==> src/xpipe_params.svh <==
/*
  xpipe widths and multiplier timing
  Tag, data and register address sizes shared by the package and units
*/

`ifndef XPIPE_PARAMS_SVH
`define XPIPE_PARAMS_SVH

// Sequence tag, 32 ops in flight
`define XPIPE_SEQ_BITS 5

// Operand and result width
`define XPIPE_DATA_BITS 32

// Destination register address
`define XPIPE_REG_BITS 5

// One multiplier iteration per operand bit
`define XPIPE_MUL_CYCLES `XPIPE_DATA_BITS

`endif

==> src/xpipe_pkg.sv <==
/*
  xpipe types
  Opcode encoding plus the issue and writeback payloads
*/

`include "xpipe_params.svh"

package xpipe_pkg;

  // --------------------
  // Opcodes
  // --------------------

  typedef enum logic [3:0] {
    OP_ADD   = 4'd0,
    OP_SUB   = 4'd1,
    OP_AND   = 4'd2,
    OP_OR    = 4'd3,
    OP_XOR   = 4'd4,
    OP_SLT   = 4'd5,
    OP_SLTU  = 4'd6,
    OP_SLL   = 4'd7,
    OP_SRL   = 4'd8,
    OP_SRA   = 4'd9,
    OP_MUL   = 4'd10,
    OP_MULHU = 4'd11
  } op_e;

  // --------------------
  // Payloads
  // --------------------

  // Issue side, 78 bits
  typedef struct packed {
    op_e                         op;
    logic [`XPIPE_SEQ_BITS-1:0]  seq;
    logic [`XPIPE_REG_BITS-1:0]  waddr;
    logic [`XPIPE_DATA_BITS-1:0] op_a;
    logic [`XPIPE_DATA_BITS-1:0] op_b;
  } issue_t;

  // Writeback side, 42 bits
  typedef struct packed {
    logic [`XPIPE_SEQ_BITS-1:0]  seq;
    logic [`XPIPE_REG_BITS-1:0]  waddr;
    logic [`XPIPE_DATA_BITS-1:0] wdata;
  } wb_t;

endpackage

==> src/xpipe_alu.sv <==
/*
  xpipe ALU execute unit
  Single-cycle RV32I register-register ops, result held until granted
*/

`timescale 1ns/1ps

`include "xpipe_params.svh"

module xpipe_alu (
  input  logic               clk,
  input  logic               rst,
  input  logic               issue_val,
  input  xpipe_pkg::issue_t  issue,
  output logic               busy,
  output logic               req,
  output xpipe_pkg::wb_t     res,
  input  logic               gnt
);

  logic                         is_alu;
  logic [4:0]                   shamt;
  logic [`XPIPE_DATA_BITS-1:0]  alu_out;

  // Everything except the multiply class
  assign is_alu = (issue.op != xpipe_pkg::OP_MUL) && (issue.op != xpipe_pkg::OP_MULHU);
  assign shamt  = issue.op_b[4:0];

  // --------------------
  // Datapath
  // --------------------

  always_comb begin
    case (issue.op)
      xpipe_pkg::OP_ADD:  alu_out = issue.op_a + issue.op_b;
      xpipe_pkg::OP_SUB:  alu_out = issue.op_a - issue.op_b;
      xpipe_pkg::OP_AND:  alu_out = issue.op_a & issue.op_b;
      xpipe_pkg::OP_OR:   alu_out = issue.op_a | issue.op_b;
      xpipe_pkg::OP_XOR:  alu_out = issue.op_a ^ issue.op_b;
      // Compares give 1 or 0
      xpipe_pkg::OP_SLT:  alu_out = {31'b0, $signed(issue.op_a) < $signed(issue.op_b)};
      xpipe_pkg::OP_SLTU: alu_out = {31'b0, issue.op_a < issue.op_b};
      xpipe_pkg::OP_SLL:  alu_out = issue.op_a << shamt;
      xpipe_pkg::OP_SRL:  alu_out = issue.op_a >> shamt;
      xpipe_pkg::OP_SRA:  alu_out = $unsigned($signed(issue.op_a) >>> shamt);
      default:            alu_out = '0;
    endcase
  end

  // --------------------
  // Hold register
  // --------------------

  // Set on accept, cleared by grant
  always_ff @(posedge clk) begin
    if (rst) begin
      req <= 1'b0;
    end else if (issue_val && is_alu) begin
      req <= 1'b1;
    end else if (gnt) begin
      req <= 1'b0;
    end
  end

  always_ff @(posedge clk) begin
    if (issue_val && is_alu) begin
      res.seq   <= issue.seq;
      res.waddr <= issue.waddr;
      res.wdata <= alu_out;
    end
  end

  // Free again the cycle after grant
  assign busy = req;

endmodule

==> src/xpipe_mul.sv <==
/*
  xpipe multiplier execute unit
  Unsigned shift-add, one operand bit per cycle, MUL or MULHU word out
*/

`timescale 1ns/1ps

`include "xpipe_params.svh"

module xpipe_mul (
  input  logic               clk,
  input  logic               rst,
  input  logic               issue_val,
  input  xpipe_pkg::issue_t  issue,
  output logic               busy,
  output logic               req,
  output xpipe_pkg::wb_t     res,
  input  logic               gnt
);

  localparam int CNT_BITS = $clog2(`XPIPE_MUL_CYCLES + 1);

  typedef enum logic [1:0] {ST_IDLE, ST_RUN, ST_HOLD} state_e;

  state_e                         state;
  logic [CNT_BITS-1:0]            cnt;
  logic                           is_mul;
  logic                           start;
  logic                           hi_sel;
  logic [2*`XPIPE_DATA_BITS-1:0]  mcand;
  logic [2*`XPIPE_DATA_BITS-1:0]  acc;
  logic [`XPIPE_DATA_BITS-1:0]    mplier;

  assign is_mul = (issue.op == xpipe_pkg::OP_MUL) || (issue.op == xpipe_pkg::OP_MULHU);
  // Only accepted when idle
  assign start  = issue_val && is_mul && (state == ST_IDLE);

  // --------------------
  // Control FSM
  // --------------------

  always_ff @(posedge clk) begin
    if (rst) begin
      state <= ST_IDLE;
      cnt   <= '0;
    end else begin
      case (state)
        ST_IDLE: if (start) begin
          state <= ST_RUN;
          cnt   <= CNT_BITS'(`XPIPE_MUL_CYCLES);
        end
        // Extra cycle at zero count picks the result word
        ST_RUN: if (cnt == '0) state <= ST_HOLD;
                else cnt <= cnt - 1'b1;
        ST_HOLD: if (gnt) state <= ST_IDLE;
        default: state <= ST_IDLE;
      endcase
    end
  end

  // --------------------
  // Shift-add datapath
  // --------------------

  always_ff @(posedge clk) begin
    if (start) begin
      mcand     <= {{`XPIPE_DATA_BITS{1'b0}}, issue.op_a};
      mplier    <= issue.op_b;
      acc       <= '0;
      hi_sel    <= (issue.op == xpipe_pkg::OP_MULHU);
      res.seq   <= issue.seq;
      res.waddr <= issue.waddr;
    end else if (state == ST_RUN) begin
      if (cnt != '0) begin
        // Add shifted multiplicand where the multiplier bit is set
        if (mplier[0]) acc <= acc + mcand;
        mcand  <= mcand << 1;
        mplier <= mplier >> 1;
      end else begin
        res.wdata <= hi_sel ? acc[2*`XPIPE_DATA_BITS-1:`XPIPE_DATA_BITS]
                            : acc[`XPIPE_DATA_BITS-1:0];
      end
    end
  end

  assign req  = (state == ST_HOLD);
  assign busy = (state != ST_IDLE);

endmodule

==> src/xpipe_wb_arb.sv <==
/*
  xpipe writeback arbiter
  Two-way round robin onto the shared writeback bus, registered completion
*/

`timescale 1ns/1ps

module xpipe_wb_arb (
  input  logic            clk,
  input  logic            rst,
  input  logic            alu_req,
  input  xpipe_pkg::wb_t  alu_res,
  input  logic            mul_req,
  input  xpipe_pkg::wb_t  mul_res,
  output logic            alu_gnt,
  output logic            mul_gnt,
  output logic            complete_val,
  output xpipe_pkg::wb_t  complete
);

  // Priority pointer, 0 favours the ALU
  logic            prio_mul;
  logic            contend;
  xpipe_pkg::wb_t  wb_bus;

  assign contend = alu_req && mul_req;

  // --------------------
  // Grant
  // --------------------

  assign alu_gnt = alu_req && (!mul_req || !prio_mul);
  assign mul_gnt = mul_req && (!alu_req || prio_mul);

  // Flip only when both asked
  always_ff @(posedge clk) begin
    if (rst) begin
      prio_mul <= 1'b0;
    end else if (contend) begin
      prio_mul <= ~prio_mul;
    end
  end

  // --------------------
  // Writeback bus
  // --------------------

  assign wb_bus = mul_gnt ? mul_res : alu_res;

  always_ff @(posedge clk) begin
    if (rst) begin
      complete_val <= 1'b0;
    end else begin
      complete_val <= alu_gnt || mul_gnt;
    end
  end

  // Payload follows the granted unit
  always_ff @(posedge clk) begin
    if (alu_gnt || mul_gnt) complete <= wb_bus;
  end

endmodule

==> src/xpipe_top.sv <==
/*
  xpipe execute and writeback slice
  ALU and multiplier sharing one writeback bus through a round-robin arbiter
*/

`timescale 1ns/1ps

module xpipe_top (
  input  logic               clk,
  input  logic               rst,
  input  logic               issue_val,
  input  xpipe_pkg::issue_t  issue,
  output logic               alu_busy,
  output logic               mul_busy,
  output logic               complete_val,
  output xpipe_pkg::wb_t     complete
);

  // Unit to arbiter
  logic            alu_req;
  logic            mul_req;
  logic            alu_gnt;
  logic            mul_gnt;
  xpipe_pkg::wb_t  alu_res;
  xpipe_pkg::wb_t  mul_res;

  // --------------------
  // Execute units
  // --------------------

  // Issue strobe goes to both, each filters its own class
  xpipe_alu u_alu (
    .clk       (clk),
    .rst       (rst),
    .issue_val (issue_val),
    .issue     (issue),
    .busy      (alu_busy),
    .req       (alu_req),
    .res       (alu_res),
    .gnt       (alu_gnt)
  );

  xpipe_mul u_mul (
    .clk       (clk),
    .rst       (rst),
    .issue_val (issue_val),
    .issue     (issue),
    .busy      (mul_busy),
    .req       (mul_req),
    .res       (mul_res),
    .gnt       (mul_gnt)
  );

  // --------------------
  // Writeback
  // --------------------

  xpipe_wb_arb u_wb_arb (
    .clk          (clk),
    .rst          (rst),
    .alu_req      (alu_req),
    .alu_res      (alu_res),
    .mul_req      (mul_req),
    .mul_res      (mul_res),
    .alu_gnt      (alu_gnt),
    .mul_gnt      (mul_gnt),
    .complete_val (complete_val),
    .complete     (complete)
  );

endmodule

==> config.mk <==
export PLATFORM = sky130hd
export DESIGN_NAME = xpipe_top
export DESIGN_NICKNAME = d
export VERILOG_FILES = /design/src/xpipe_pkg.sv /design/src/xpipe_alu.sv /design/src/xpipe_mul.sv /design/src/xpipe_wb_arb.sv /design/src/xpipe_top.sv
export VERILOG_INCLUDE_DIRS = /design/src /design/src/src
export SDC_FILE = /design/constraint.sdc
export NUM_CORES = 1
export LEC_CHECK = 0
export BUFFER_PORTS_ARGS = -buffer_cell sky130_fd_sc_hd__buf_2
export CAP_MARGIN = 20
export CORE_MARGIN = 1
export CORE_UTILIZATION = 57
export CTS_CLUSTER_SIZE = 40
export DETAILED_ROUTE_END_ITERATION = 10
export HOLD_SLACK_MARGIN = 0.1
export PLACE_DENSITY = 0.78
export SLEW_MARGIN = 10
export SYNTH_ARGS = -nofsm -noshare
export SYNTH_HDL_FRONTEND = slang
export SYNTH_SLANG_ARGS = --single-unit
==> constraint.sdc <==
create_clock -name clk -period 4.3 [get_ports clk]
set_clock_uncertainty 0.15 [all_clocks]
set_input_delay 0 -clock clk [delete_from_list [all_inputs] [get_ports clk]]
set_output_delay 0 -clock clk [all_outputs]
set_load 0.1 [all_outputs]
==> results.txt, run 1 <==
IR analysis of the VDD net gives a maximum drop of 322 µV. The nature of the critical path startpoint is an input port. The average footprint of a synthesized cell is 8.59 µm².

The part of the power in combinational logic came out at 0.254. Summed over all cells, the static leakage comes to 10.6 nW. The achievable frequency came out at 233 MHz. The worst slack at placement came out at 0.302 ns. For this run, the share of the core covered by cells in the final layout is 0.669.

The starting utilization of the core area came out at 0.583. The hold violation total from the final report is 0. Setup repair after global routing left no endpoint under its margin. In the global route stage, overall resource usage came out at 0.425. The buffers inserted during post-CTS setup optimization came out at 0. The maximum clock insertion buffer count came out at 3.

The number of enable flip-flop cells after synthesis came out at 191. The worst setup path is captured at a flip-flop. The first TritonRoute pass finished after 6 iterations. The vertical extent of the die came out at 202 µm.

The via count of the first global-routing pass is 21300. The worst register-to-register path begins at u_mul.acc[0]$_SDFFE_PP0P_. The areal power density over the cells came out at 338 nW/µm².

The final route contains 22400 vias. The violation count after the first detailed-route iteration is 2725. The flow ran to the end, and the final reports show no timing, DRC or antenna violations. The first element of the critical path is issue[5]. The worst path arrival time is 4.45 ns. The number of ports placed on the die boundary came out at 126. The overall die area is 40700 µm². The worst hold path begins at issue[37].

After detailed routing, the total wire length is 88.1 mm. The clock transition at the registers of the reported paths came out at 0.06 ns. After synthesis, the most frequently instantiated cells are sky130_fd_sc_hd__nand2_1 (331), sky130_fd_sc_hd__a21oi_1 (268), sky130_fd_sc_hd__o21ai_0 (232), sky130_fd_sc_hd__nor2_1 (230), sky130_fd_sc_hd__edfxtp_1 (191). The ratio of routed vias to standard cells came out at 6.71. Of the total power, the clock network draws 0.363. The CTS sink count is 298.

The count of nets after finishing came out at 3042. The tree is rooted in a sky130_fd_sc_hd__clkbuf_16. The number of slew-limit violations in the final report is 0. At the worst endpoint, the required time is 4.46 ns. Port buffering added 125 buffers. The number of filler cells placed in the layout came out at 3169. The fraction of power spent switching nets is 0.329. CTS built an H-tree with a depth of 2. The final setup violation count is 0. The total grt overflow is 0. The detail-routed net length per standard cell is 26.4 µm. The area occupied by registers came out at 7880 µm². The minimum clock period came out at 4.29 ns.

The remaining number of nets flagged by the antenna check after routing came out at 0. For this run, design rule violations remaining after detail routing come to 0. The total nets after synthesis came out at 2895. The share of synthesized area in the top cell type comes to 0.252. The initialized floorplan defines 72 standard-cell rows. The synthesized design spends more area on one cell type than any other, namely sky130_fd_sc_hd__edfxtp_1.

The fraction of registers with async set/reset came out at 0. The warning count from the yosys run came out at 0. The weighted congestion at the end of routability-driven global placement is 1.04. Entering global routing, the biggest net connects 150 pins.

The switching power of the nets came out at 2.90 mW. The later pin in the worst-skew pair is clocked with a latency of 0.56 ns. After synthesis the cells add up to 22700 µm². The area of the multi-input gates came out at 13800 µm². The final non-filler cell area came out at 26100 µm². The final critical-path share of the clock period came out at 0.997. The category of the most critical setup path is in -> reg. The count of placed standard cells including taps came out at 3184. The share of total power dissipated in sequential elements is 0.383. For the final routed database, the setup TNS stands at 0 ns. The path class of the tightest hold or removal check is in -> reg. The post-synthesis cell count is 2647. The sequential fraction of the synthesis area came out at 0.346. The area growth from synthesis to final layout came out at 14.8%. Measured against its own limit, the worst slew margin works out to 0.350. By area the synthesized netlist is led by sky130_fd_sc_hd__edfxtp_1 (25%), sky130_fd_sc_hd__dfxtp_1 (9.4%), sky130_fd_sc_hd__ha_1 (9.0%). The count of cells along the worst hold path came out at 4. The share of final-layout standard cells stronger than drive strength 1 came out at 0.143. Max-cap violations in this run came to 0. The initial antenna violation count is 4. The clock tree from TritonCTS is built. The first global-routing pass estimated 131 mm of wire. The transition time of the tightest slew-check pin came out at 0.965 ns. The number of different library cells in the post-synthesis netlist came out at 84. The cell count of the worst reg-to-reg path is 13. The number of buffers created by CTS is 34. The total placed instance area is 23900 µm². The cell-internal power came out at 5.92 mW. The horizontal extent of the die is 202 µm.

Among all cell types in the netlist, the one instantiated most often is sky130_fd_sc_hd__nand2_1. Along the worst path, the maximum fanout reaches 7. The post-layout instance count excluding filler cells is 3339. The total area inside the core boundary comes to 39000 µm². For this run, the leading register cell type out of synthesis is sky130_fd_sc_hd__edfxtp_1. The number of register bits inferred by synthesis came out at 298. Setup slack on the critical path of the routed design comes to 0.0119 ns. The post-DP HPWL is 64.9 mm.
-- area by class of cell --
| type | instances | area share |
|---|---|---|
| multi-input combinational | 2053 | 0.528 |
| clock buffer | 41 | 0.0364 |
| clock inverter | 21 | 0.00993 |
| tap | 518 | 0.0248 |
| timing repair buffer | 286 | 0.0810 |
| inverter | 121 | 0.0174 |
| sequential | 298 | 0.302 |
| antenna | 1 | 0.0000959 |
-- cells by family (layout without fill, tap and decap cells) --
group | Yosys count | after routing | synth area share
compound gates | 846 | 846 | 0.232
simple gates | 792 | 792 | 0.153
flops | 298 | 298 | 0.346
buf+inv | 296 | 469 | 0.0498
fa+ha+maj | 167 | 167 | 0.0929
mux | 167 | 167 | 0.0950
xor+xnor | 81 | 81 | 0.0312
other cells | 0 | 1 | 0
-- path summary, 6_finish.rpt --
| check | to | slack, ns |
|---|---|---|
| setup reg to reg | u_mul.acc[56]$_SDFFE_PP0P_ | 0.31 |
| hold / removal | u_alu.res[5]$_DFFE_PP_ | 0.12 |
| setup / recovery | u_alu.res[0]$_DFFE_PP_ | 0.01 |
| hold reg to reg | u_mul.mcand[54]$_SDFFE_PP0P_ | 0.32 |
-- worst max-delay path, stage by stage --
cell and delay [ns]:
sky130_fd_sc_hd__dlygate4sd3_1 0.54, sky130_fd_sc_hd__buf_2 0.14, sky130_fd_sc_hd__inv_1 0.14, sky130_fd_sc_hd__ha_2 0.34, sky130_fd_sc_hd__or3_4 0.39, sky130_fd_sc_hd__a21o_1 0.20, sky130_fd_sc_hd__a2111o_1 0.51, sky130_fd_sc_hd__a21o_1 0.23
sky130_fd_sc_hd__nand3_1 0.15, sky130_fd_sc_hd__a41oi_2 0.20, sky130_fd_sc_hd__o211ai_1 0.32, sky130_fd_sc_hd__a41oi_2 0.26, sky130_fd_sc_hd__o221ai_1 0.27, sky130_fd_sc_hd__o2111ai_1 0.16, sky130_fd_sc_hd__dlygate4sd3_1 0.59
-- cell usage in the layout (no fill, tap or decap), types with 67 or more instances in the layout --
master,n
sky130_fd_sc_hd__buf_4,67
sky130_fd_sc_hd__o21ai_0,232
sky130_fd_sc_hd__buf_2,124
sky130_fd_sc_hd__nor2_1,230
sky130_fd_sc_hd__dlygate4sd3_1,91
sky130_fd_sc_hd__dfxtp_1,107
sky130_fd_sc_hd__nand2_1,330
sky130_fd_sc_hd__mux2_2,81
sky130_fd_sc_hd__inv_1,116
sky130_fd_sc_hd__edfxtp_1,191
sky130_fd_sc_hd__ha_1,162
sky130_fd_sc_hd__a21oi_1,268
-- power by group through the flow --
stage               Sequential (mW)  Combinational (mW)  Clock, mW
global route                   3.39                2.37       3.30
global placement               3.42                2.06          0
CTS                            3.37                2.16       3.20
finish                         3.38                2.24       3.19
detailed placement             3.43                2.08          0
floorplan                      3.55                1.28          0
-- layer usage --
layer / global-route usage / wire (µm) / up-vias
met1: 0.573 / 35400 / 10700
met4: 0.222 / 5100 / 6
met2: 0.658 / 38900 / 1434
met3: 0.0664 / 8690 / 250
li1: - / - / 9993
met5: 0 / 41 / -
-- repair_timing --
action,CTS,global route
gates resized for setup,0,4
setup endpoints to repair,0,1
hold buffers,91,0
endpoints found under the hold margin,136,0
-- flip-flops by register name, summed over array words and instances, names as in the netlist --
signal and cells:
u_alu.busy 1, u_wb_arb.complete_val 1, u_mul.cnt 6, u_mul.mplier 32
u_wb_arb.prio_mul 1, u_alu.res 42, u_mul.acc 64, u_mul.res 42
u_mul.hi_sel 1, u_mul.state 2, u_wb_arb.complete 42, u_mul.mcand 64
-- through the flow --
| step | hold slack, ns | power (mW) |
|---|---|---|
| floorplan | -0.0784 | 4.82 |
| global placement | 0.0429 | 5.48 |
| detailed placement | 0.0497 | 5.51 |
| CTS | 0.104 | 8.74 |
| global route | 0.142 | 9.06 |
| finish | 0.122 | 8.81 |
No activity file was read; power rests on OpenSTA's default activity.
==> inputs of run 2 (changes only) <==
CORE_UTILIZATION = 63   (was 57)
PLACE_DENSITY = 0.82   (was 0.78)
clock period = 4.9 ns   (was 4.3 ns; I/O delays follow)
==> run 2 against run 1 <==
Compared with the run above:
- global-route usage is 4.9 points higher
- sequential share of layout area up 0.58 points
- setup slack improved by 0.019 ns
- largest power group unchanged
- worst hold slack improved by 0.052 ns
- critical path depth is 4 lower
- sequential power shrank 12%
- die area fell by 9.4%
==> results.txt, run 2 (same netlist as run 1, synthesis figures left out) <==
Summing all multi-input logic gate instances after layout gives 13800 µm². The count of nets after finishing is 3011. The data required time of the critical path came out at 5.24 ns. The sum of buffers and inverters on the critical path came out at 0. The worst-case IR drop observed on VDD is 402 µV. The critical path goes through ha_1 -> o21ai_0 -> nor4_1 -> o21ai_0 -> a21oi_1 -> o2111ai_1 -> and3b_1 -> o31ai_1 -> nor2_1 -> a211oi_1 -> mux2i_1. The buffers inserted during post-CTS setup optimization came out at 0. The violation count after the first detailed-route iteration came out at 3429. Before antenna repair, the detailed router went through 9 iterations. The vertical extent of the die is 192 µm. The worst path arrival time is 5.21 ns. In this run the worst path has a maximum fanout of 4. The total negative slack is 0 ns. The commonest non-fill, non-tap cell in the layout is sky130_fd_sc_hd__nand2_1. The worst setup path is captured at a flip-flop. The tree is rooted in a sky130_fd_sc_hd__clkbuf_16. The clock latency on the worst-skew pair is 0.57 ns. For this configuration, the core starts out at a cell density of 0.639.

The remaining number of nets flagged by the antenna check after routing came out at 0. The top cell types in the final layout, fill and taps aside, are sky130_fd_sc_hd__nand2_1 (330), sky130_fd_sc_hd__a21oi_1 (268), sky130_fd_sc_hd__o21ai_0 (232). The slowest stage of the critical path belongs to the cell sky130_fd_sc_hd__o31ai_1. The via count came out at 22700. The run finished with clean final reports. The cell family contributing the most delay on the critical path is compound AO/OA/AOI/OAI gates. The number of ports placed on the die boundary came out at 126. The number of buffers added on ports is 125. The initial antenna violation count came to 6. The first-pass GRT wire length came out at 130 mm.

The transition time of the tightest slew-check pin is 1.09 ns. The areal power density over the cells is 291 nW/µm². The tightest min-delay check is of the in -> reg type. The number of buffers created by CTS is 34. The hold violation total from the final report came out at 0.

The via count of the first global-routing pass is 21400. The leakage power total is 10.4 nW. The area of the core region is 35600 µm². The minimum clock period came out at 4.87 ns. The CTS sink count came out at 298.

TritonCTS built the clock tree. Compared with the post-synthesis result, the final layout area differs by 12.6%. The post-cts gate resize count is 0.

In the final layout, the registers with the most flip-flops are u_mul.acc: 64 flops, u_mul.mcand: 64 flops. The count of placed standard cells including taps came out at 3097. The die covers 36900 µm². The die is 192 µm wide. The total length of routed wires is 88.2 mm. Registers take 7880 µm². The logic depth of the worst path, buffers included came out at 11. The critical path is of the reg -> reg type. Setup violations remaining at the end of the flow were counted as 0.

The post-DP HPWL came out at 63.3 mm. The headroom to the max-slew limit is 0.268. The achievable frequency is 205 MHz.

The count of cells along the worst hold path is 3. Entering global routing, the biggest net connects 91 pins. For this run, the slowest stage of the critical path takes 0.87 ns. The maximum clock insertion buffer count is 3. The number of maximum-capacitance constraint violations came out at 0. The cell count of the worst reg-to-reg path is 11.

The ratio of routed vias to standard cells came out at 6.98. For this run, the total global-route usage over all layers was measured as 0.474. The share of final-layout standard cells stronger than drive strength 1 is 0.131.

For this run, the number of standard cells in the final layout without fillers is 3251. Setup repair after global routing left no endpoint under its margin. The cell that appears most often on the critical path is sky130_fd_sc_hd__o21ai_0.

The nature of the critical path startpoint is a flip-flop. The row count came out at 69. The weighted congestion at the end of routability-driven global placement came out at 1.03.

In this run the number of H-tree levels came out at 2. The clock transition at the registers of the reported paths is 0.06 ns. The total power draw is 7.46 mW.

Of the available clock period, the critical path in the final layout requires 0.994. The number of slew-limit violations in the final report came to 0. The total grt overflow came out at 0. The number of filler cells placed in the layout came out at 2622. The DRC violation count after routing came out at 0. The detail-routed net length per standard cell is 27.1 µm.
run 2: cell count changes in the layout (fill, tap and decap cells not counted), sizes merged:
cell,before,now
clkbuf,41,47
dlygate4sd3,91,90
bufinv,5,0
clkinvlp,1,0
buf,195,165
run 2: tightest hold or removal path, cell delays in order:
cell,delay (ns)
sky130_fd_sc_hd__buf_2,0.31
sky130_fd_sc_hd__a21oi_1,0.22
sky130_fd_sc_hd__o2111ai_1,0.14
run 2: what timing repair did:
action	CTS	global route
endpoints found under the setup margin	0	0
hold endpoints to repair	133	0
hold buffers	90	0
run 2: area by class of cell:
| cell class | count | share of cell area |
|---|---|---|
| clock buffers | 47 | 0.0380 |
| well taps | 461 | 0.0225 |
| clock inverters | 15 | 0.00411 |
| inverters | 121 | 0.0177 |
| diodes | 1 | 0.0000978 |
| repair buffers | 255 | 0.0718 |
| flip-flops and latches | 298 | 0.308 |
| multi-input cells | 2053 | 0.538 |
run 2: power by group:
part	leakage (nW)	total (mW)	internal, mW	switching (mW)
Sequential	2.64	2.97	2.84	0.124
Combinational	7.24	1.95	0.660	1.29
Clock	0.534	2.54	1.41	1.13
run 2: path summary, 6_finish.rpt:
kind / startpoint / endpoint / slack [ns]
hold reg to reg: u_mul.mcand[49]$_SDFFE_PP0P_ / u_mul.mcand[50]$_SDFFE_PP0P_ / 0.31
setup reg to reg: u_mul.mcand[3]$_DFFE_PP_ / u_mul.acc[63]$_SDFFE_PP0P_ / 0.03
hold / removal: issue[74] / u_alu.res[4]$_DFFE_PP_ / 0.17
setup / recovery: u_mul.mcand[3]$_DFFE_PP_ / u_mul.acc[63]$_SDFFE_PP0P_ / 0.03
run 2: per-stage QoR:
stage               utilization  cell area (µm²)  hold slack [ns]  setup WS, ns
floorplan                     -            22700          -0.0784         0.473
global placement          0.664            23600           0.0416         0.599
detailed placement        0.664            23600           0.0460         0.463
CTS                       0.720            25600            0.126         0.384
global route              0.720            25600            0.204         0.119
finish                    0.720            25600            0.174        0.0311
run 2: metal layers:
layer | GRT usage | vias to the layer above | part of all wire
met1 | 0.597 | 10600 | 0.37
met2 | 0.724 | 1705 | 0.43
met5 | 0 | - | 0.00045
met3 | 0.124 | 401 | 0.13
li1 | - | 9932 | -
met4 | 0.295 | 6 | 0.072
